**src/soc_pkg.sv**
```systemverilog
package soc_pkg;

    // bus data and address width
    localparam int xlen = 64;

    // bytes in one sd sector
    localparam int sector_bytes = 512;

    // one ram word, 4 byte lanes
    typedef logic [31:0] word_t;

    // load type as the cpu encodes it, bit 2 = unsigned
    typedef enum logic [2:0] {
        lb  = 3'd0,
        lh  = 3'd1,
        lw  = 3'd2,
        ld  = 3'd3,  // two beats
        lbu = 3'd4,
        lhu = 3'd5,
        lwu = 3'd6   // code 7 never issued
    } load_e;

    typedef enum logic [2:0] {
        sb = 3'd0,
        sh = 3'd1,
        sw = 3'd2,
        sd = 3'd3    // two beats
    } store_e;

    // decoded bus target
    typedef enum logic [3:0] {
        t_none,      // unmapped, reads zero
        t_ram,
        t_key,
        t_uart,
        t_sdc_addr,
        t_sdc_read,
        t_sdc_ready,
        t_sdc_avail,
        t_sdc_cache
    } target_e;

endpackage
```
**src/char_io.sv**
```systemverilog
`timescale 1ns/1ps

module char_io import soc_pkg::*; (
    input  logic            CLOCK_50,
    input  logic            KEY0,
    input  logic            key_pressed,
    input  logic [7:0]      key_ascii,
    input  logic            interrupt_ack,
    input  logic            uart_hit,
    input  logic [xlen-1:0] write_data,
    output logic            uart_write,
    output logic [7:0]      uart_data,
    output logic [3:0]      interrupt_vector,
    output logic            irq_led,
    output logic [7:0]      key_byte
);

    logic uart_hit_d;  // guards against a held hit

    assign irq_led = |interrupt_vector;

    // keyboard data register sampled every cycle
    always_ff @(posedge CLOCK_50) begin
        key_byte <= key_ascii;
        if (uart_hit)
            uart_data <= write_data[7:0];  // low byte only
    end

    always_ff @(posedge CLOCK_50 or negedge KEY0) begin
        if (!KEY0) begin
            interrupt_vector <= 4'd0;
            uart_hit_d       <= 1'b0;
            uart_write       <= 1'b0;
        end else begin
            // key interrupt where ack wins over a new set
            if (key_pressed && key_ascii != 8'd0)
                interrupt_vector <= 4'd1;
            if (interrupt_vector != 4'd0 && interrupt_ack)
                interrupt_vector <= 4'd0;

            uart_hit_d <= uart_hit;
            uart_write <= uart_hit && !uart_hit_d;  // rising edge only
        end
    end

    // uart hit from the fabric is a single cycle strobe
    a_uart_single: assert property (@(posedge CLOCK_50) disable iff (!KEY0)
        uart_hit |=> !uart_hit);

endmodule

```
**config.mk**
```make
export PLATFORM = sky130hd
export DESIGN_NAME = char_io
export DESIGN_NICKNAME = d
export VERILOG_FILES = /design/src/soc_pkg.sv /design/src/char_io.sv
export SDC_FILE = /design/constraint.sdc
export NUM_CORES = 1
export LEC_CHECK = 0
export BUFFER_PORTS_ARGS = -buffer_cell sky130_fd_sc_hd__buf_2
export CAP_MARGIN = 20
export CELL_PAD_IN_SITES_DETAIL_PLACEMENT = 2
export CELL_PAD_IN_SITES_GLOBAL_PLACEMENT = 2
export CORE_ASPECT_RATIO = 1.25
export CORE_UTILIZATION = 11
export DETAILED_ROUTE_END_ITERATION = 10
export PLACE_DENSITY = 0.76
export REMOVE_ABC_BUFFERS = 1
export SYNTH_ARGS = -nofsm -noshare
export SYNTH_HDL_FRONTEND = slang
export SYNTH_SLANG_ARGS = --single-unit
```
**constraint.sdc**
```tcl
create_clock -name CLOCK_50 -period 0.8 [get_ports CLOCK_50]
set_input_delay 0.04 -clock CLOCK_50 [delete_from_list [all_inputs] [get_ports CLOCK_50]]
set_output_delay 0.04 -clock CLOCK_50 [all_outputs]
set_load 0.02 [all_outputs]
```
==> results_tabular.tex <==
\begin{tabular}{lr}
\hline
Metric & Value \\
\hline
\multicolumn{2}{l}{\textbf{Synth}} \\
Proportion of netlist area held by the largest area contributor & 0.440 \\
Prevailing post-synth register cell & sky130\_fd\_sc\_hd\_\_edfxtp\_1 \\
Yosys warns & 0 \\
Synthesized area per cell & 18.8 um2 \\
Dominant cell type by area after synthesis & sky130\_fd\_sc\_hd\_\_edfxtp\_1 \\
Number of flip-flops and latches in the synthesized netlist & 19 \\
Fraction of registers with async set/reset & 0.158 \\
Seq/Total Area, Yosys & 0.872 \\
Post-synth top cells & 8 x sky130\_fd\_sc\_hd\_\_dfxtp\_1, 8 x sky130\_fd\_sc\_hd\_\_edfxtp\_1, 4 x sky130\_fd\_sc\_hd\_\_buf\_4, 3 x sky130\_fd\_sc\_hd\_\_dfrtp\_1, 2 x sky130\_fd\_sc\_hd\_\_or4\_1 \\
Post-synthesis cell type count & 9 \\
Top cells by area, synth & sky130\_fd\_sc\_hd\_\_edfxtp\_1 44\%, sky130\_fd\_sc\_hd\_\_dfxtp\_1 29\%, sky130\_fd\_sc\_hd\_\_dfrtp\_1 14\% \\
Post-synth EDFFs & 8 \\
Gate Count Post-Synth & 29 \\
Post-synthesis instance area & 546 um2 \\
\multicolumn{2}{l}{\textbf{Placement}} \\
Placed Instances & 126 \\
Routability congestion estimate from global placement & 0.689 \\
Port Buffer Count & 39 \\
Post-DP HPWL & 1.01 mm \\
\multicolumn{2}{l}{\textbf{STA}} \\
Final Skew & 0.0000633 ns \\
Post-route fraction of the period consumed by the critical path & 1.07 \\
Count of final setup violators & 10 \\
Unrepaired setup endpoints after global routing & yes \\
Tmin final & 0.858 ns \\
Max Freq & 1160 MHz \\
Final setup slack of the worst path & -0.0584 ns \\
Number of pins with negative max-slew slack in the final report & 0 \\
Count of final hold-check violations & 0 \\
\multicolumn{2}{l}{\textbf{Pwr}} \\
Leakage power & 0.477 nW \\
Combinational share of power & 0.169 \\
Pwr Density & 1930 mW/mm2 \\
Cell-internal power & 1.62 mW \\
Switching power & 0.466 mW \\
Clock share of power & 0.300 \\
Switching share of total power & 0.224 \\
Part of the power in registers & 0.531 \\
Maximum vdd ir drop & 0.976 mV \\
\multicolumn{2}{l}{\textbf{Critical path}} \\
Critical-path top delay cell & sky130\_fd\_sc\_hd\_\_dfrtp\_1 \\
Largest stage delay, worst path & 0.40 ns \\
Worst path bufs/invs & 1 \\
Required time at the worst-slack endpoint & 0.76 ns \\
Worst-case reg-to-reg path depth & 2 \\
Critical Path Sink Type & output port \\
Crit Path Class & reg -> out \\
Worst path cell trace & buf\_2 \\
Crit. path cell count & 1 \\
Critical-path maximum fanout & 3 \\
Worst flop-to-flop path startpoint & interrupt\_vector[0] \\
Worst setup path start & interrupt\_vector[0] \\
End point of the critical path & irq\_led \\
Kind of cell with the highest combined delay on the critical path & flip-flops \\
Data arrival at the endpoint of the critical path & 0.82 ns \\
R2R Setup Slk & 0.04 ns \\
End of the worst register-to-register path & interrupt\_vector[0] \\
Kind of start point of the critical path & register \\
\multicolumn{2}{l}{\textbf{Drt}} \\
First-iteration detailed-routing DRC count & 4 \\
Total wire length & 1.46 mm \\
Average wire per cell in the routed design & 9.81 um \\
Count of unresolved DRC violations after routing & 0 \\
Routed vias/inst & 3.10 \\
Number of antenna-violating nets in the routed design & 0 \\
Number of detailed-routing iterations run before antenna repair & 2 \\
Vias after detailed routing & 462 \\
\multicolumn{2}{l}{\textbf{Global routing}} \\
Initial antenna violation count & 0 \\
Overflow left after global routing & 0 \\
Wire length of the first global-routing pass & 2.29 mm \\
Largest net degree at the start of global routing & 11 \\
Number of global-route vias before repair & 553 \\
Total routing usage reported by global routing & 0.0606 \\
\multicolumn{2}{l}{\textbf{Clock network}} \\
Later-pin clock latency in the skew report & 0.24 ns \\
Deepest level of the CTS H-tree & 1 \\
Root cell of the clock tree & sky130\_fd\_sc\_hd\_\_clkbuf\_8 \\
Cts bufs inserted & 3 \\
Clock buffer depth & 2 \\
TritonCTS clock tree & built \\
Clk sink count & 19 \\
Clock-pin slew on the worst setup and hold paths & 0.07 ns \\
\multicolumn{2}{l}{\textbf{Floorplanning}} \\
Effective utilization at floorplan & 0.114 \\
Placeable core region & 0.00476 mm2 \\
Top-Level Pins & 99 \\
Number of standard-cell rows in the floorplan & 28 \\
Die span in x & 65.0 um \\
Height of the chip & 80.7 um \\
Die Outline Area & 0.00525 mm2 \\
\multicolumn{2}{l}{\textbf{Finish}} \\
Post-route insts no fill & 149 \\
Post-layout utilization of the core & 0.227 \\
Total inserted antenna cells & 0 \\
Syn-to-layout area delta & 98.2\% \\
Fraction of final layout cells sized beyond drive strength 1 & 0.483 \\
Post-layout nets & 167 \\
\multicolumn{2}{l}{\textbf{Outcome}} \\
Run status & complete, but fails checks \\
Violations in the final reports & negative setup slack \\
\multicolumn{2}{l}{\textbf{Worst hold path}} \\
Path type of the worst min-delay path & in -> reg \\
\multicolumn{2}{l}{\textbf{Flow run}} \\
Max-cap check violation count & 0 \\
\hline
\end{tabular}
==> metrics by stage <==
step / total power [mW] / area (um2) / hold slack [ns] / setup slack (ns) / setup TNS, ns
after detailed placement: 1.36 / 793 / -0.153 / -0.223 / -0.223
after CTS: 2.08 / 1030 / 0.0267 / -0.0595 / -0.283
after global routing: 2.19 / 1080 / 0.0286 / -0.0924 / -0.587
after floorplan: 1.23 / 523 / -0.256 / -0.0744 / -0.0744
after global placement: 1.35 / 793 / -0.153 / -0.193 / -0.193
final: 2.08 / 1080 / 0.0318 / -0.0584 / -0.193
==> state kept, by name, summed over array words and instances (netlist names) <==
| signal | cells |
|---|---|
| key_byte | 8 |
| uart_hit_d | 1 |
| uart_write | 1 |
| uart_data | 8 |
| interrupt_vector | 1 |
==> final cells by class <==
type | count | area [um2]
clock buffers | 4 | 45.0
fillers | 556 | 3680
multi-input cells | 8 | 47.5
flip-flops and latches | 19 | 475
well taps | 60 | 75.1
repair buffers | 58 | 438
==> worst min-delay path by stage <==
stage,startpoint,to,slack (ns),cells after the start
2_1_floorplan,KEY0,interrupt_vector[0],-0.26,0
3_3_place_gp,KEY0,interrupt_vector[0],-0.15,1
3_5_place_dp,KEY0,interrupt_vector[0],-0.15,1
4_1_cts,uart_hit,uart_hit_d,0.03,1
5_1_grt,uart_hit,uart_hit_d,0.03,1
6_report,uart_hit,uart_hit_d,0.03,1
==> logic make-up (layout without fill, tap and decap cells) <==
logic type             Yosys count  after routing  synth area share
AOI/OAI and AO/OA                1              1           0.00917
buffers and inverters            4             62            0.0550
DFF                             19             19             0.872
muxes                            1              1            0.0183
other                            1              3           0.00687
and+or+nand+nor                  3              3            0.0390
==> cells in the final DEF, fill, tap and decap left out <==
cell	count
sky130_fd_sc_hd__or4_1	2
sky130_fd_sc_hd__mux2i_1	1
sky130_fd_sc_hd__dfrtp_1	3
sky130_fd_sc_hd__buf_4	3
sky130_fd_sc_hd__nor2b_1	1
sky130_fd_sc_hd__edfxtp_1	8
sky130_fd_sc_hd__clkbuf_8	3
sky130_fd_sc_hd__conb_1	3
sky130_fd_sc_hd__dfxtp_1	8
sky130_fd_sc_hd__clkbuf_1	1
sky130_fd_sc_hd__buf_6	8
sky130_fd_sc_hd__buf_2	29
sky130_fd_sc_hd__dlygate4sd3_1	18
sky130_fd_sc_hd__o21ai_1	1
==> power groups by stage <==
stage	combinational [mW]	clock (mW)	sequential, mW
3_5_place_dp	0.238	0	1.12
5_1_grt	0.377	0.700	1.11
4_1_cts	0.318	0.661	1.10
2_1_floorplan	0.0215	0	1.21
6_report	0.353	0.625	1.11
3_3_place_gp	0.233	0	1.12
==> what timing repair did <==
action                                  in CTS  in global routing
endpoints found under the setup margin      11                 13
hold endpoints to repair                    20                  0
pin swaps                                    0                  0
hold buffers                                18                  0
resized for setup                            2                 16
buffers inserted                             1                  0
==> metal layers <==
| metal | GRT usage | vias up | routed length [um] |
|---|---|---|---|
| met1 | 0.0455 | 205 | 486 |
| met4 | 0.00667 | 0 | 0 |
| met3 | 0.0393 | 0 | 181 |
| met2 | 0.126 | 43 | 794 |
| met5 | 0 | - | 0 |
| li1 | - | 214 | - |
Note: power is estimated with default switching activity, not from simulation.
