### config.mk
export PLATFORM = sky130hd
export DESIGN_NAME = bus_fabric
export DESIGN_NICKNAME = d
export VERILOG_FILES = /design/src/soc_pkg.sv /design/src/bus_fabric.sv
export SDC_FILE = /design/constraint.sdc
export NUM_CORES = 1
export LEC_CHECK = 0
export BUFFER_PORTS_ARGS = -buffer_cell sky130_fd_sc_hd__buf_2
export CORE_AREA = 4 4 85 87
export DETAILED_ROUTE_END_ITERATION = 6
export DIE_AREA = 0 0 89 91
export PLACE_DENSITY = 0.85
export SYNTH_ARGS = -nofsm -noshare
export SYNTH_HDL_FRONTEND = slang
export SYNTH_SLANG_ARGS = --single-unit
### constraint.sdc
create_clock -name CLOCK_50 -period 4.9 [get_ports CLOCK_50]
set_input_delay 1.47 -clock CLOCK_50 [delete_from_list [all_inputs] [get_ports CLOCK_50]]
set_output_delay 1.47 -clock CLOCK_50 [all_outputs]
set_load 0.01 [all_outputs]
### src/soc_pkg.sv
package soc_pkg;

    // bus data and address width
    localparam int xlen = 64;

    // bytes in one sd sector
    localparam int sector_bytes = 512;

    // one ram word, 4 byte lanes
    typedef logic [31:0] word_t;

    // load type as the cpu encodes it, bit 2 = unsigned
    typedef enum logic [2:0] {
        lb  = 3'd0,
        lh  = 3'd1,
        lw  = 3'd2,
        ld  = 3'd3,  // two beats
        lbu = 3'd4,
        lhu = 3'd5,
        lwu = 3'd6   // code 7 never issued
    } load_e;

    typedef enum logic [2:0] {
        sb = 3'd0,
        sh = 3'd1,
        sw = 3'd2,
        sd = 3'd3    // two beats
    } store_e;

    // decoded bus target
    typedef enum logic [3:0] {
        t_none,      // unmapped, reads zero
        t_ram,
        t_key,
        t_uart,
        t_sdc_addr,
        t_sdc_read,
        t_sdc_ready,
        t_sdc_avail,
        t_sdc_cache
    } target_e;

endpackage
### src/bus_fabric.sv
`timescale 1ns/1ps

module bus_fabric import soc_pkg::*; (
    input  logic            CLOCK_50,
    input  logic            KEY0,
    input  logic            bus_read_enable,
    input  logic            bus_write_enable,
    input  target_e         target,
    input  logic            ram_finish,
    input  logic [xlen-1:0] ram_read_data,
    input  logic [7:0]      key_byte,
    input  logic [7:0]      cache_byte,
    input  logic            ready_bit,
    input  logic            avail_bit,
    output logic            bus_read_done,
    output logic            bus_write_done,
    output logic [xlen-1:0] bus_read_data,
    output logic            ram_read_start,
    output logic            ram_write_start,
    output logic            addr_write,
    output logic            read_trigger,
    output logic            uart_hit
);

    logic            rd_local;   // register or unmapped read pending
    logic            wr_local;   // register or unmapped write pending
    logic            read_finish;
    logic            write_finish;
    logic [xlen-1:0] sel_data;

    // ram starts with the enable itself
    assign ram_read_start  = bus_read_enable && target == t_ram;
    assign ram_write_start = bus_write_enable && target == t_ram;

    // register strobes in the cycle after the enable
    assign addr_write   = wr_local && target == t_sdc_addr;
    assign read_trigger = wr_local && target == t_sdc_read;
    assign uart_hit     = wr_local && target == t_uart;

    assign read_finish  = !bus_read_done && (rd_local || ram_finish);
    assign write_finish = !bus_write_done && (wr_local || ram_finish);

    always_comb begin
        case (target)
            t_ram:       sel_data = ram_read_data;
            t_key:       sel_data = {56'd0, key_byte};
            t_sdc_cache: sel_data = {56'd0, cache_byte};  // one byte per load
            t_sdc_ready: sel_data = {63'd0, ready_bit};
            t_sdc_avail: sel_data = {63'd0, avail_bit};
            default:     sel_data = '0;  // unmapped and write-only regs
        endcase
    end

    always_ff @(posedge CLOCK_50 or negedge KEY0) begin
        if (!KEY0) begin
            rd_local       <= 1'b0;
            wr_local       <= 1'b0;
            bus_read_done  <= 1'b1;  // idle high
            bus_write_done <= 1'b1;
        end else begin
            rd_local <= bus_read_enable && target != t_ram;
            wr_local <= bus_write_enable && target != t_ram;
            if (bus_read_enable)   bus_read_done <= 1'b0;
            else if (read_finish)  bus_read_done <= 1'b1;
            if (bus_write_enable)  bus_write_done <= 1'b0;
            else if (write_finish) bus_write_done <= 1'b1;
        end
    end

    // held until the next read completes
    always_ff @(posedge CLOCK_50) begin
        if (read_finish)
            bus_read_data <= sel_data;
    end

    a_one_in_flight: assert property (@(posedge CLOCK_50) disable iff (!KEY0)
        (bus_read_enable || bus_write_enable) |-> (bus_read_done && bus_write_done));

endmodule

==> flow_summary.toml, run 1 <==
[status]
status = "complete, no violations"

[route]
wl_met1_um = 2190
vias = 1952
wl_met3_um = 654
routed_wl_um = 6340
viasPerCell = 4.58
drcViolationCount = 0
met2_length_um = 3370
dr.first_iter.drc_count = 80
drtPass1Iterations = 4
wl_per_cell_um = 14.9
routed.top_layer = "met4"
final_antenna_net_count = 0

[placed_design]
hpwl_um = 4720
dp_slack_ns = 0.930
gp_congestion = 0.803
port_buffers = 161
placed_cells = 411
place_area_um2 = 3610

[flow_run]
drv_cap = 0

[finish]
antenna_cells = 0
drive_above_1_share_pct = 53.0
finalNetCount = 436
final_cells = 426
post-route-cell-area_um2 = 3820
postLayoutCoreUtil_pct = 60.2
final_cell_mix = "161 x buf_2, 64 x edfxtp_1, 58 x and2_1"
syn2layout_area_growth_pct = 39.2
layout.cells.most_common = "buf_2"

[setup_path]
r2r_cells = 3
cp_slowest_cell = "nor4b_4"
reg2reg_slack_ns = 3.36
cp-start-kind = "input pin"
cp_slowest_stage_delay_ns = 0.30
r2r_start = "rd_local$_DFF_PN0_"
cp_cell_sequence = "buf_2 > nor4b_4 > buf_4 > and2_1 > buf_2"
endpoint = "ram_write_start"
cp_max_fo = 29
worstSetupStartpoint = "target[1]"
worstPathArrival_ns = 2.49
crit_required_ns = 3.43
cpMostUsedCell = "buf_2"
crit_type = "in2out"
endpoint_kind = "output pin"
rr_endpoint = "bus_read_data[6]$_DFFE_PP_"

[cts]
worstSkewPairLatency_ns = 0.33
clockBufferDepth = 2
clkTransAtPathRegs_ns = 0.07
htreeDepth = 3
cts-root-buf = "clkbuf_8"
cts_hold_buf = 0
cts_sinks = 68
ctsResizeCount = 0
cts_tree = "yes"
post_cts_buffers = 0
cts_buffers = 9

[global_route]
grt_max_degree = 65
grt_pass1_vias = 1996
grt.total_usage_pct = 15.3
grt_antenna_before_repair = 0
grt_pass1_wl_um = 9380
grt-ovfl-total = 0

[timing]
rsz0062_at_grt = "no"
fin_crit_ns = 3.96
finClkSkew_ns = 0.00809
slew_headroom_pct = 46.0
finalSetupViolCount = 0
fin_crit_sh_pct = 80.9
tightest_slew_ns = 0.810
setup_slack_ns = 0.937
max_freq_ghz = 0.252
drv_slew = 0
tns_ns = 0
finalHoldViolations = 0

[power_and_ir_drop]
leakagePower_nw = 1.79
combPwrFrac_pct = 9.9
clkPwrFrac_pct = 37.2
p_sw_mw = 0.278
seqPwrFrac_pct = 52.9
p_per_area_nw_per_um2 = 339
switching_share_pct = 21.5
power.internal_mw = 1.02
irDropWorstVdd_v = 0.000241

[synth]
avgSynthCellArea_um2 = 15.4
syn_inst = 178
synthesis.nets = 269
syn_area_um2 = 2740
synth_seq_cells = 68
ys_seq_area_share_pct = 73.8
ys_warn_count = 0
synth.distinct_cells = 21

[worst_hold_path]
min_path_type = "reg2reg"

[die]
rows = 29
initial_core_util_pct = 43.2
coreArea_um2 = 6350
die_h_um = 91
die_area_um2 = 8100
ioPinCount = 162
die_w_um = 89
[registers in the layout (all words and copies together) (netlist names)]
register / flops
bus_read_data: 64
bus_read_done: 1
bus_write_done: 1
rd_local: 1
wr_local: 1
[per-layer routing]
layer  global-route usage [%]  vias up
met2                     26.4      101
met5                        0        -
met3                     4.98       12
li1                         -      962
met4                     7.44        0
met1                     16.5      877
[power groups by stage]
stage / combinational [mW] / sequential (mW) / clock (mW)
after floorplan: 0.0332 / 0.718 / 0
after global placement: 0.127 / 0.696 / 0
after detailed placement: 0.130 / 0.698 / 0
after CTS: 0.130 / 0.685 / 0.500
after global routing: 0.141 / 0.687 / 0.528
final: 0.128 / 0.684 / 0.482
[cell families after synthesis]
family,Yosys count,share of synthesized area [%]
buffers and inverters,9,2.37
DFF,68,73.8
and+or+nand+nor,90,20.7
muxes,1,0.410
AOI/OAI and AO/OA,10,2.74
[cells in the mapped netlist]
library cell | instances | area, µm²
and4_1 | 1 | 8.76
buf_6 | 4 | 45.0
a31oi_1 | 1 | 6.26
inv_1 | 1 | 3.75
dfrtp_1 | 2 | 50.1
nand2_1 | 15 | 56.3
dfstp_2 | 2 | 52.6
a22oi_1 | 7 | 52.6
buf_2 | 1 | 5.00
edfxtp_1 | 64 | 1920
nor4b_4 | 3 | 71.3
and3b_1 | 1 | 8.76
nor3_1 | 3 | 15.0
clkbuf_1 | 3 | 11.3
nor2b_1 | 3 | 18.8
o31ai_1 | 1 | 7.51
mux2_2 | 1 | 11.3
and2_1 | 58 | 363
nor3b_1 | 1 | 7.51
nor2_1 | 5 | 18.8
a32oi_1 | 1 | 8.76
[through the flow]
| stage | hold WS [ns] | power [mW] |
|---|---|---|
| after floorplan | 0.477 | 0.751 |
| after global placement | 0.494 | 0.823 |
| after detailed placement | 0.534 | 0.828 |
| after CTS | 0.551 | 1.32 |
| after global routing | 0.595 | 1.36 |
| final | 0.545 | 1.29 |
[worst min-delay path by stage]
stage,startpoint,to,depth (start not counted)
CTS,rd_local$_DFF_PN0_,bus_read_done$_DFFE_PN1P_,2
global placement,rd_local$_DFF_PN0_,bus_read_done$_DFFE_PN1P_,2
finish,rd_local$_DFF_PN0_,bus_read_done$_DFFE_PN1P_,2
global route,rd_local$_DFF_PN0_,bus_read_done$_DFFE_PN1P_,2
floorplan,rd_local$_DFF_PN0_,bus_read_done$_DFFE_PN1P_,2
detailed placement,rd_local$_DFF_PN0_,bus_read_done$_DFFE_PN1P_,2
[final cells by class]
cell class | instances | area [µm²]
fillers | 522 | 2530
clock inverters | 5 | 77.6
inverters | 1 | 3.75
repair buffers | 164 | 828
flip-flops and latches | 68 | 2020
multi-input cells | 101 | 662
well taps | 77 | 96.3
clock buffers | 10 | 128
[worst max-delay path: cells and delay by family]
kind | cells | cell delay [ns]
simple gates | 2 | 0.45
buf+inv | 3 | 0.56
Power figures use the tool's default switching activity.
==> run 2: changes to the inputs <==
Clock period 4.9 ns to 3.7 ns, I/O delays scaled along.
==> run 2 against run 1 <==
Flip-flop and latch count stayed put. Global-route usage is 0.38 points lower. Cell count up 0.23%. Design area shrank 0.26%. Sequential share of layout area is 0.14 points higher. Setup slack got worse by 0.32 ns. Core utilization down 0.16 points. Routed wire length down 0.96%. Combinational power up 36%. Critical endpoint is now read_trigger. Largest cell class unchanged. Largest power group unchanged.
==> flow_summary.toml, run 2 (synthesis results as in run 1) <==
[cts]
htreeDepth = 3
cts-root-buf = "clkbuf_8"
clockBufferDepth = 2
cts_hold_buf = 0
worstSkewPairLatency_ns = 0.33
clkTransAtPathRegs_ns = 0.07
cts_buffers = 9
cts_sinks = 68
post_cts_buffers = 0
cts_tree = "yes"
ctsResizeCount = 0

[global_route]
grt_antenna_before_repair = 0
grt_max_degree = 44
grt.total_usage_pct = 14.9
grt-ovfl-total = 0
grt_pass1_vias = 1950
grt_pass1_wl_um = 9330

[route]
final_antenna_net_count = 0
drcViolationCount = 0
drtPass1Iterations = 4
wl_met3_um = 660
routed.top_layer = "met4"
routed_wl_um = 6280
dr.first_iter.drc_count = 47
met2_length_um = 3140
viasPerCell = 4.58
wl_per_cell_um = 14.7
vias = 1955
wl_met1_um = 2360

[setup_path]
crit_type = "in2out"
cp_cell_sequence = "buf_2 > nor2b_1 > nand2_1 > nor3b_1 > buf_2"
reg2reg_slack_ns = 2.10
worstPathArrival_ns = 1.98
cp_slowest_cell = "nor2b_1"
r2r_start = "bus_read_done$_DFFE_PN1P_"
rr_endpoint = "bus_read_data[38]$_DFFE_PP_"
cp_slowest_stage_delay_ns = 0.22
cpMostUsedCell = "buf_2"
crit_required_ns = 2.59
cp_max_fo = 6
r2r_cells = 2
endpoint_kind = "output pin"
cp-start-kind = "input pin"

[timing]
finalSetupViolCount = 0
fin_crit_sh_pct = 83.4
finalHoldViolations = 0
rsz0062_at_grt = "no"
fin_crit_ns = 3.09
tns_ns = 0
drv_slew = 0
tightest_slew_ns = 0.688
max_freq_ghz = 0.324
finClkSkew_ns = 0.00794
slew_headroom_pct = 54.0

[power_and_ir_drop]
leakagePower_nw = 1.79
p_per_area_nw_per_um2 = 433
irDropWorstVdd_v = 0.000245

[finish]
antenna_cells = 0
final_cell_mix = "161 x buf_2, 64 x edfxtp_1, 58 x and2_1"
finalNetCount = 436
top_register = "bus_read_data"
largest_register_ff_count = 64
fillers = 518
layout.cells.most_common = "buf_2"
syn2layout_area_growth_pct = 38.9
post-route-cell-area_um2 = 3810
drive_above_1_share_pct = 52.6

[status]
status = "complete, no violations"

[worst_hold_path]
worstHoldPathCells = 2
min_path_type = "reg2reg"
hold_end = "bus_read_done$_DFFE_PN1P_"
hold_start = "rd_local$_DFF_PN0_"

[die]
die_h_um = 91
rows = 29
die_area_um2 = 8100
ioPinCount = 162
die_w_um = 89
initial_core_util_pct = 43.2
coreArea_um2 = 6350

[placed_design]
port_buffers = 161
hpwl_um = 4760
gp_congestion = 0.754
place_area_um2 = 3630

[flow_run]
drv_cap = 0
## run 2: cell count changes in the layout (fill, tap and decap cells not counted)
cell / before / now
clkinv_1: 0 / 2
buf_12: 0 / 1
buf_4: 3 / 2
bufinv_16: 2 / 1
## run 2: per-stage QoR
stage                     std cells  util, %  power (mW)  hold WS (ns)  setup WS, ns
after detailed placement        411     57.1        1.10         0.526         0.609
after floorplan                 178        -       0.993         0.477         0.477
after global routing            427     60.0        1.72         0.563         0.555
after CTS                       427     60.0        1.67         0.538         0.607
final                           427     60.0        1.65         0.526         0.614
after global placement          411     57.1        1.09         0.506         0.681
## run 2: metal layers
layer / vias to the layer above / track usage, %
met5: - / 0
met4: 0 / 5.21
met3: 12 / 4.80
met2: 97 / 25.9
met1: 882 / 17.0
li1: 964 / -
## run 2: cell type report
type	count	area (µm²)	share of cell area [%]
Clock buffer	10	128	3.35
Tap cell	77	96.3	2.53
Timing Repair Buffer	164	841	22.1
Sequential cell	68	2020	53.1
Multi-Input combinational cell	101	662	17.4
Clock inverter	6	55.1	1.44
Inverter	1	3.75	0.0985
## run 2: report_power, final
| part | leakage, nW | internal [mW] | switching [mW] |
|---|---|---|---|
| Clock | 0.0911 | 0.305 | 0.266 |
| Combinational | 0.994 | 0.0800 | 0.0941 |
| Sequential | 0.702 | 0.893 | 0.0112 |
## run 2: worst max-delay path, delay by kind of cell
| family | cells | cell delay [ns] |
|---|---|---|
| and+or+nand+nor | 3 | 0.51 |
| buffers and inverters | 2 | 0.36 |
## run 2: how the worst max path moves through the flow
stage,startpoint,endpoint,slack [ns]
2_1_floorplan,ram_finish,bus_read_data[0]$_DFFE_PP_,0.48
3_3_place_gp,target[1],ram_write_start,0.68
3_5_place_dp,target[2],read_trigger,0.61
4_1_cts,target[2],read_trigger,0.61
5_1_grt,target[2],read_trigger,0.55
6_report,target[2],read_trigger,0.61
