**src/soc_pkg.sv**
```systemverilog
package soc_pkg;

    // bus data and address width
    localparam int xlen = 64;

    // bytes in one sd sector
    localparam int sector_bytes = 512;

    // one ram word, 4 byte lanes
    typedef logic [31:0] word_t;

    // load type as the cpu encodes it, bit 2 = unsigned
    typedef enum logic [2:0] {
        lb  = 3'd0,
        lh  = 3'd1,
        lw  = 3'd2,
        ld  = 3'd3,  // two beats
        lbu = 3'd4,
        lhu = 3'd5,
        lwu = 3'd6   // code 7 never issued
    } load_e;

    typedef enum logic [2:0] {
        sb = 3'd0,
        sh = 3'd1,
        sw = 3'd2,
        sd = 3'd3    // two beats
    } store_e;

    // decoded bus target
    typedef enum logic [3:0] {
        t_none,      // unmapped, reads zero
        t_ram,
        t_key,
        t_uart,
        t_sdc_addr,
        t_sdc_read,
        t_sdc_ready,
        t_sdc_avail,
        t_sdc_cache
    } target_e;

endpackage
```
**src/bus_decoder.sv**
```systemverilog
`timescale 1ns/1ps

module bus_decoder import soc_pkg::*; #(
    parameter logic [xlen-1:0] ram_base       = 64'h0000_1000,
    parameter int              ram_words      = 1024,
    parameter logic [xlen-1:0] key_addr       = 64'h1000_0000,
    parameter logic [xlen-1:0] uart_addr      = 64'h1000_0008,
    parameter logic [xlen-1:0] sdc_addr_reg   = 64'h1000_0010,
    parameter logic [xlen-1:0] sdc_read_reg   = 64'h1000_0018,
    parameter logic [xlen-1:0] sdc_ready_reg  = 64'h1000_0020,
    parameter logic [xlen-1:0] sdc_avail_reg  = 64'h1000_0028,
    parameter logic [xlen-1:0] sdc_cache_base = 64'h1000_1000
) (
    input  logic [xlen-1:0]              bus_address,
    output target_e                      target,
    output logic [$clog2(ram_words)-1:0] ram_index,
    output logic [1:0]                   byte_offset,
    output logic [8:0]                   cache_index
);

    localparam int idx_w = $clog2(ram_words);

    logic [xlen-1:0] ram_offset;    // byte offset inside ram window
    logic [xlen-1:0] cache_offset;  // byte offset inside sector window

    assign ram_offset   = bus_address - ram_base;
    assign cache_offset = bus_address - sdc_cache_base;
    assign ram_index    = ram_offset[idx_w+1:2];
    assign byte_offset  = bus_address[1:0];  // lane within the word
    assign cache_index  = cache_offset[8:0];

    // priority order, ram window first
    always_comb begin
        if (bus_address >= ram_base && bus_address < ram_base + 4 * ram_words)
            target = t_ram;
        else if (bus_address == key_addr)      target = t_key;
        else if (bus_address == uart_addr)     target = t_uart;
        else if (bus_address == sdc_addr_reg)  target = t_sdc_addr;
        else if (bus_address == sdc_read_reg)  target = t_sdc_read;
        else if (bus_address == sdc_ready_reg) target = t_sdc_ready;
        else if (bus_address == sdc_avail_reg) target = t_sdc_avail;
        else if (bus_address >= sdc_cache_base &&
                 bus_address < sdc_cache_base + sector_bytes)
            target = t_sdc_cache;
        else
            target = t_none;  // nothing mapped here
    end

endmodule

```
**config.mk**
```make
export PLATFORM = sky130hd
export DESIGN_NAME = bus_decoder
export DESIGN_NICKNAME = d
export VERILOG_FILES = /design/src/soc_pkg.sv /design/src/bus_decoder.sv
export SDC_FILE = /design/constraint.sdc
export NUM_CORES = 1
export LEC_CHECK = 0
export BUFFER_PORTS_ARGS = -buffer_cell sky130_fd_sc_hd__buf_2
export CAP_MARGIN = 20
export CELL_PAD_IN_SITES_DETAIL_PLACEMENT = 1
export CELL_PAD_IN_SITES_GLOBAL_PLACEMENT = 1
export CORE_MARGIN = 4
export CORE_UTILIZATION = 12
export DETAILED_ROUTE_END_ITERATION = 10
export PLACE_DENSITY_LB_ADDON = 0.1
export SLEW_MARGIN = 20
export SYNTH_ARGS = -nofsm -noshare
export SYNTH_HDL_FRONTEND = slang
export SYNTH_SLANG_ARGS = --single-unit
```
**constraint.sdc**
```tcl
create_clock -name vclk -period 1.9
set_clock_uncertainty 0.05 [all_clocks]
set_input_delay 0.285 -clock vclk [all_inputs]
set_output_delay 0.285 -clock vclk [all_outputs]
set_load 0.005 [all_outputs]
```
==> impl_metrics.ini, run 1 <==
[route]
dr_total_vias = 641
drtIter0Drc = 7
viasPerCell = 4.217
first_pass_iters = 2
drtAntennaViolNets = 0
drt_drc_violations_left = 0
avgRoutedWirePerCell_um = 13.13
routed_wl_mm = 1.995

[floorplanning]
rows = 19
start_util_pct = 12.96
dieHeight_um = 63.27
ios = 89
dieArea_mm2 = 0.004003
fp.dieW_um = 63.27
core-area_mm2 = 0.002829

[yosys]
synthesis.nets = 117
ys_seq_area_share_pct = 0
syn_area_um2 = 366.6
syn_avg_cell_area_um2 = 6.917
synth_top_area_share_pct = 43.00
synth.area.top_cells = buf_4 (43%), nor4_1 (19%), nor4_2 (6.8%), and3_1 (5.1%), nor3_1 (4.1%)
synth_most_common_cell = buf_4
ys_types = 16
synth_top_cell_by_area = buf_4
ys.warnings.count = 0
syn_inst = 53
synth_common_cells = buf_4 (21), nor4_1 (11), and3_1 (3), nor3_1 (3)

[place]
port_buffers = 89
placed_cell_area_um2 = 693.2
gp_congestion = 0.6641
dpl.hpwl_mm = 1.843

[clock_network]
cts_hold_buffers = 0
cts_setup_buffers = 0

[sta]
finalHoldViolCount = 0
slew_headroom_pct = 78.05
hold_ws_ps = 704.0
final_max_slew_viol_count = 0
worst_pin_slew_ps = 326.2
rsz0062_at_grt = yes
final_min_period_over_clock_period_pct = 95.98
setup_viol = 0
post-route-min-period_ps = 1824
fmax_mhz = 548.4

[power]
leakage_nw = 0.4565
power.total_w = 0.0001382
power_density_mw_per_mm2 = 164.6
peakVddDrop_uv = 54.43

[global_routing]
track_usage_pct = 8.269
grtUsageMet1_pct = 8.369
grt_pass1_vias = 666
grtUsageMet2_pct = 17.79
met3_usage_pct = 1.776
grt_max_degree = 6
gr-total-overflow = 0
grt_first_pass_wirelength_mm = 2.822
antenna_found_initial = 0
top_usage_layer = met2

[final_layout]
area_growth_pct = 129.0
clkbuf_count = 0
fin_nets = 187
diodes = 0
utilization_pct = 29.68
regArea_um2 = 0
flops_and_latches = 0
drive_gt1_share_pct = 80.99
final_cell_area_um2 = 839.6

[critical_path]
critPathCaptureType = output port
crit_type = in -> out
startpoint_type = input pin
path_max_fanout = 4
crit_required_ps = 1560
cp.arrival_ps = 1490

[worst_hold_path]
hold_class = in -> out

[outcome]
status = finished, final reports clean

[flow_run]
cap_violations = 0
[final cells by class]
type / count / area (um^2)
timing repair buffer: 89 / 501.7
inverter: 1 / 3.754
fill: 373 / 1989
tap: 31 / 38.79
multi-input combinational: 31 / 295.3
[placed cells by master (no fill, tap or decap)]
cell type  netlist  layout
a32oi_1          1       1
and3_1           3       3
and3b_1          1       1
buf_2            0      80
buf_6            0       9
inv_1            1       1
nand2_1          2       2
nand2_2          1       1
nand3_1          1       1
nand4_1          2       2
nor2b_1          1       1
nor3_1           3       3
nor4_1          11       5
nor4_2           2       2
nor4_4           0       6
nor4b_1          1       1
o21ai_0          1       1
xor2_1           1       1
[stage by stage]
stage          std cells  setup slack [ps]  TNS [ps]
3_5_place_dp         152            -40.30    -119.7
4_1_cts              152             6.012         0
3_3_place_gp         152             10.78         0
6_report             152             76.46         0
5_1_grt              152            -62.97    -194.1
2_1_floorplan         53             374.8         0
[final timing paths]
check	depth (start not counted)	start	slack, ps	end
worst max-delay path	6	bus_address[37]	80	target[1]
worst min-delay path	2	bus_address[10]	700	ram_index[8]
[power breakdown]
part	switching (W)	internal, W	total, W
clock network	0	0	0
logic	0.0000545	0.0000837	0.000138
registers	0	0	0
[metal layers]
layer / share of wire, % / vias up / wire (um)
met5: 0 / - / 0
met4: 0 / 0 / 0
met3: 11 / 0 / 214
met2: 60 / 40 / 1196
met1: 29 / 284 / 585
li1: - / 317 / -
[cell families (layout without fill, tap and decap cells)]
family,after synthesis,count (layout),synth area share [%]
AND/OR/NAND/NOR,28,28,49.83
buffers and inverters,22,90,44.03
AO/OA/AOI/OAI,2,2,3.753
XOR/XNOR,1,1,2.390
[critical path, cell delays in order]
cell and delay (ps):
buf_2 110, nor4_4 240, nand4_1 180, nor4_4 370, and3b_1 200, buf_2 110
[timing repair]
item,in CTS,in global routing
gates cloned,0,0
endpoints found under the setup margin,4,4
resized for setup,1,20
pin swaps,1,11
Power figures use the tool's default switching activity.
==> run 2: changes to the inputs <==
--- a/config.mk
+++ b/config.mk
@@ -12,8 +12,10 @@
 export CORE_MARGIN = 4
 export CORE_UTILIZATION = 12
 export DETAILED_ROUTE_END_ITERATION = 10
-export PLACE_DENSITY_LB_ADDON = 0.1
+export PLACE_DENSITY = 0.95
+export RECOVER_POWER = 50
 export SLEW_MARGIN = 20
 export SYNTH_ARGS = -nofsm -noshare
 export SYNTH_HDL_FRONTEND = slang
 export SYNTH_SLANG_ARGS = --single-unit
+export TNS_END_PERCENT = 20
==> impl_metrics.ini, run 2 (synthesis results as in run 1) <==
[outcome]
status = finished, final reports clean

[global_routing]
grt_pass1_vias = 728
antenna_found_initial = 0
grt_max_degree = 6
gr-total-overflow = 0
track_usage_pct = 8.269
grt_first_pass_wirelength_mm = 2.849

[sta]
final_min_period_over_clock_period_pct = 97.49
post-route-min-period_ps = 1852
slew_headroom_pct = 76.63
rsz0062_at_grt = yes
final_max_slew_viol_count = 0
setup_viol = 0
worst_pin_slew_ps = 347.3
fin_ws_ps = 47.65
hold_ws_ps = 713.9
fmax_mhz = 539.9
finalHoldViolCount = 0

[power]
leakage_nw = 0.4067
pwr-share-seq_pct = 0
p_int_w = 0.00007229
power_frac_clock_pct = 0
sw_frac_of_total_pct = 40.64
comb_power_share_pct = 100.0
power.switching_w = 0.00004950
power_density_mw_per_mm2 = 159.8
peakVddDrop_uv = 52.70

[route]
drt_drc_violations_left = 0
avgRoutedWirePerCell_um = 12.03
viasPerCell = 4.396
routed_wl_mm = 1.853
dr_total_vias = 677
drtIter0Drc = 3
first_pass_iters = 2
drtAntennaViolNets = 0

[critical_path]
critPathBufInv = 3
startpoint_type = input pin
cpMaxStageDelayCell = nor4_4
path_max_fanout = 4
crit_family = simple AND/OR/NAND/NOR gates
crit_type = in -> out
crit_cells = 7
crit_required_ps = 1560
cp.arrival_ps = 1520
cp_cell_sequence = buf_6 > nor4_4 > nand4_1 > nor4_2 > buf_4 > and3b_1 > buf_2
critPathCaptureType = output port
slowest_delay_ps = 280

[clock_network]
cts_hold_buffers = 0
cts_setup_buffers = 0

[floorplanning]
dieArea_mm2 = 0.004003
start_util_pct = 12.96
ios = 89
core-area_mm2 = 0.002829
dieHeight_um = 63.27
rows = 19
fp.dieW_um = 63.27

[place]
port_buffers = 89
pre_cts_ws_ps = -87.13
dpl.hpwl_mm = 1.803
gp_congestion = 0.6621

[final_layout]
regArea_um2 = 0
flops_and_latches = 0
diodes = 0
drive_gt1_share_pct = 73.98
layout_common_cells = buf_2 (77), clkbuf_1 (9), nor4_2 (7), nor4_1 (5)
final_common_cell = buf_2
area_growth_pct = 107.8
n_fill_cell = 374
clkbuf_count = 0
fin_nets = 189

[worst_hold_path]
hold_class = in -> out
hold_depth = 2

[flow_run]
cap_violations = 0
[run 2: changes by cell type in the layout (fill, tap and decap cells not counted), sizes merged]
cell and delta:
buf -7, clkbuf +9
[run 2: through the flow]
stage | TNS (ps) | total power (W) | instance area (um^2) | util, % | std cells
after global routing | -337.5 | 0.0001359 | 762.0 | 26.94 | 154
after detailed placement | -290.1 | 0.0001142 | 708.2 | 25.03 | 154
after floorplan | 0 | 0.00004689 | 366.6 | - | 53
after global placement | -120.7 | 0.0001105 | 708.2 | 25.03 | 154
final | 0 | 0.0001218 | 762.0 | 26.94 | 154
after CTS | -4.901 | 0.0001192 | 729.5 | 25.79 | 154
[run 2: metal layers]
metal / vias to the layer above / global-route usage [%] / part of all wire (%)
met5: - / 0 / 0
met4: 0 / 0 / 0
met3: 0 / 1.599 / 15
met2: 66 / 16.34 / 49
met1: 288 / 9.640 / 36
li1: 323 / - / -
[run 2: final cells by class]
cell class                      count  area [um^2]  share of cell area, %
Inverter                            1        3.754                 0.4926
Multi-Input combinational cell     31        251.5                  33.00
Tap cell                           31        38.79                  5.090
Timing Repair Buffer               91        467.9                  61.41
[run 2: final timing paths]
path | from | to | slack, ps
worst max-delay path | bus_address[29] | target[1] | 50
worst min-delay path | bus_address[10] | ram_index[8] | 710
[run 2: what timing repair did]
action,CTS,global route
setup endpoints to repair,4,4
pin swaps,4,4
resized for setup,3,7
[run 2: power by group through the flow]
stage | logic [W] | registers, W | clock network [W]
6_report | 0.000122 | 0 | 0
5_1_grt | 0.000136 | 0 | 0
4_1_cts | 0.000119 | 0 | 0
3_5_place_dp | 0.000114 | 0 | 0
3_3_place_gp | 0.000110 | 0 | 0
2_1_floorplan | 0.0000469 | 0 | 0
==> run 3: changes to the inputs <==
==> constraint.sdc (replaced) <==
create_clock -name vclk -period 1.9
set_clock_uncertainty 0.05 [all_clocks]
set_input_delay 0.38 -clock vclk [all_inputs]
set_output_delay 0.38 -clock vclk [all_outputs]
set_load 0.005 [all_outputs]
==> impl_metrics.ini, run 3 (synthesis results as in run 1) <==
[floorplanning]
dieHeight_um = 63.27
dieArea_mm2 = 0.004003
fp.dieW_um = 63.27
start_util_pct = 12.96
rows = 19
ios = 89
core-area_mm2 = 0.002829

[outcome]
violations = negative setup slack
status = complete, but fails checks

[worst_hold_path]
hp-start = bus_address[11]
whs_endpoint = ram_index[9]
hold_class = in -> out
hold_depth = 2

[route]
drtIter0Drc = 3
first_pass_iters = 2
dr_total_vias = 667
drtAntennaViolNets = 0
avgRoutedWirePerCell_um = 11.92
routed_wl_mm = 1.836
drt_drc_violations_left = 0
viasPerCell = 4.331

[critical_path]
crit_type = in -> out
critPathCaptureType = output port
path_max_fanout = 4
startpoint_type = input pin
crit_required_ps = 1470
cp.arrival_ps = 1590

[final_layout]
flops_and_latches = 0
clkbuf_count = 0
fin_nets = 189
layout_common_cells = buf_2 (77), clkbuf_1 (8), nor4_1 (6), nor4_2 (6), buf_6 (4)
regArea_um2 = 0
area_growth_pct = 109.6
diodes = 0
drive_gt1_share_pct = 74.80
final_common_cell = buf_2
fin_cells = 154

[power]
sw_frac_of_total_pct = 40.20
power_frac_clock_pct = 0
pwr-share-seq_pct = 0
p_int_w = 0.00007224
peakVddDrop_uv = 51.73
leakage_nw = 0.4075
power_density_mw_per_mm2 = 157.2
comb_power_share_pct = 100.0
power.switching_w = 0.00004857

[flow_run]
cap_violations = 0

[global_routing]
track_usage_pct = 8.564
grt_max_degree = 6
grt_pass1_vias = 711
antenna_found_initial = 0
gr-total-overflow = 0
grt_first_pass_wirelength_mm = 2.973

[place]
pre_cts_ws_ps = -230.6
dp.cells = 154
dpl.hpwl_mm = 1.760
gp_congestion = 0.6417
port_buffers = 89

[sta]
post-route-min-period_ps = 2025
fin_ws_ps = -124.5
setup_viol = 4
rsz0062_at_grt = yes
final_max_slew_viol_count = 0
fin_tns_setup_ps = -411.5
worst_pin_slew_ps = 303.1
slew_headroom_pct = 79.61
finalHoldViolCount = 0
hold_ws_ps = 899.0
fmax_mhz = 493.9
final_min_period_over_clock_period_pct = 106.6

[clock_network]
cts_hold_buffers = 0
[run 3: changes by cell type in the layout (fill, tap and decap cells not counted)]
cell	change
nor4_1	+1
and3_1	-1
and3_4	+1
buf_6	+1
clkbuf_1	-1
nor4_2	-1
[run 3: power groups by stage]
stage / Sequential [W] / Combinational, W / Clock, W
finish: 0 / 0.000121 / 0
CTS: 0 / 0.000121 / 0
global placement: 0 / 0.000110 / 0
global route: 0 / 0.000135 / 0
detailed placement: 0 / 0.000113 / 0
floorplan: 0 / 0.0000469 / 0
[run 3: timing repair]
| action | 4_1_cts | 5_1_grt |
|---|---|---|
| buffers inserted | 0 | 0 |
| hold endpoints to repair | 0 | 0 |
| resized for setup | 7 | 4 |
| setup endpoints to repair | 4 | 4 |
| pin swaps | 3 | 5 |
[run 3: critical path: stages]
cell	delay, ps
buf_6	100
nor4_4	270
nand4_1	140
nor4_2	280
buf_4	160
and3_4	180
buf_6	90
[run 3: per-layer routing]
layer | share of wire (%) | up-vias | wire length, um | GRT usage (%)
li1 | - | 322 | - | -
met1 | 34 | 279 | 626 | 9.534
met2 | 48 | 66 | 888 | 16.60
met3 | 18 | 0 | 322 | 2.842
met4 | 0 | 0 | 0 | 0
met5 | 0 | - | 0 | 0
[run 3: area by class of cell]
type,instances,area [um^2]
fill,379,2061
inverter,1,3.754
multi-input combinational,31,250.2
tap,31,38.79
timing repair buffer,91,475.5
[run 3: worst max-delay path by stage]
| stage | startpoint | end | slack [ps] | cells after the start |
|---|---|---|---|---|
| finish | bus_address[29] | target[2] | -120 | 7 |
| detailed placement | bus_address[23] | target[2] | -230 | 7 |
| global route | bus_address[29] | target[2] | -230 | 7 |
| floorplan | bus_address[30] | target[2] | 180 | 4 |
| global placement | bus_address[23] | target[1] | -230 | 7 |
| CTS | bus_address[29] | target[2] | -160 | 7 |
[run 3: through the flow]
stage / total power (W) / instance area, um^2 / util (%)
3_3_place_gp: 0.0001104 / 708.2 / 25.03
2_1_floorplan: 0.00004689 / 366.6 / -
3_5_place_dp: 0.0001134 / 708.2 / 25.03
5_1_grt: 0.0001349 / 768.2 / 27.16
4_1_cts: 0.0001206 / 753.2 / 26.63
6_report: 0.0001208 / 768.2 / 27.16
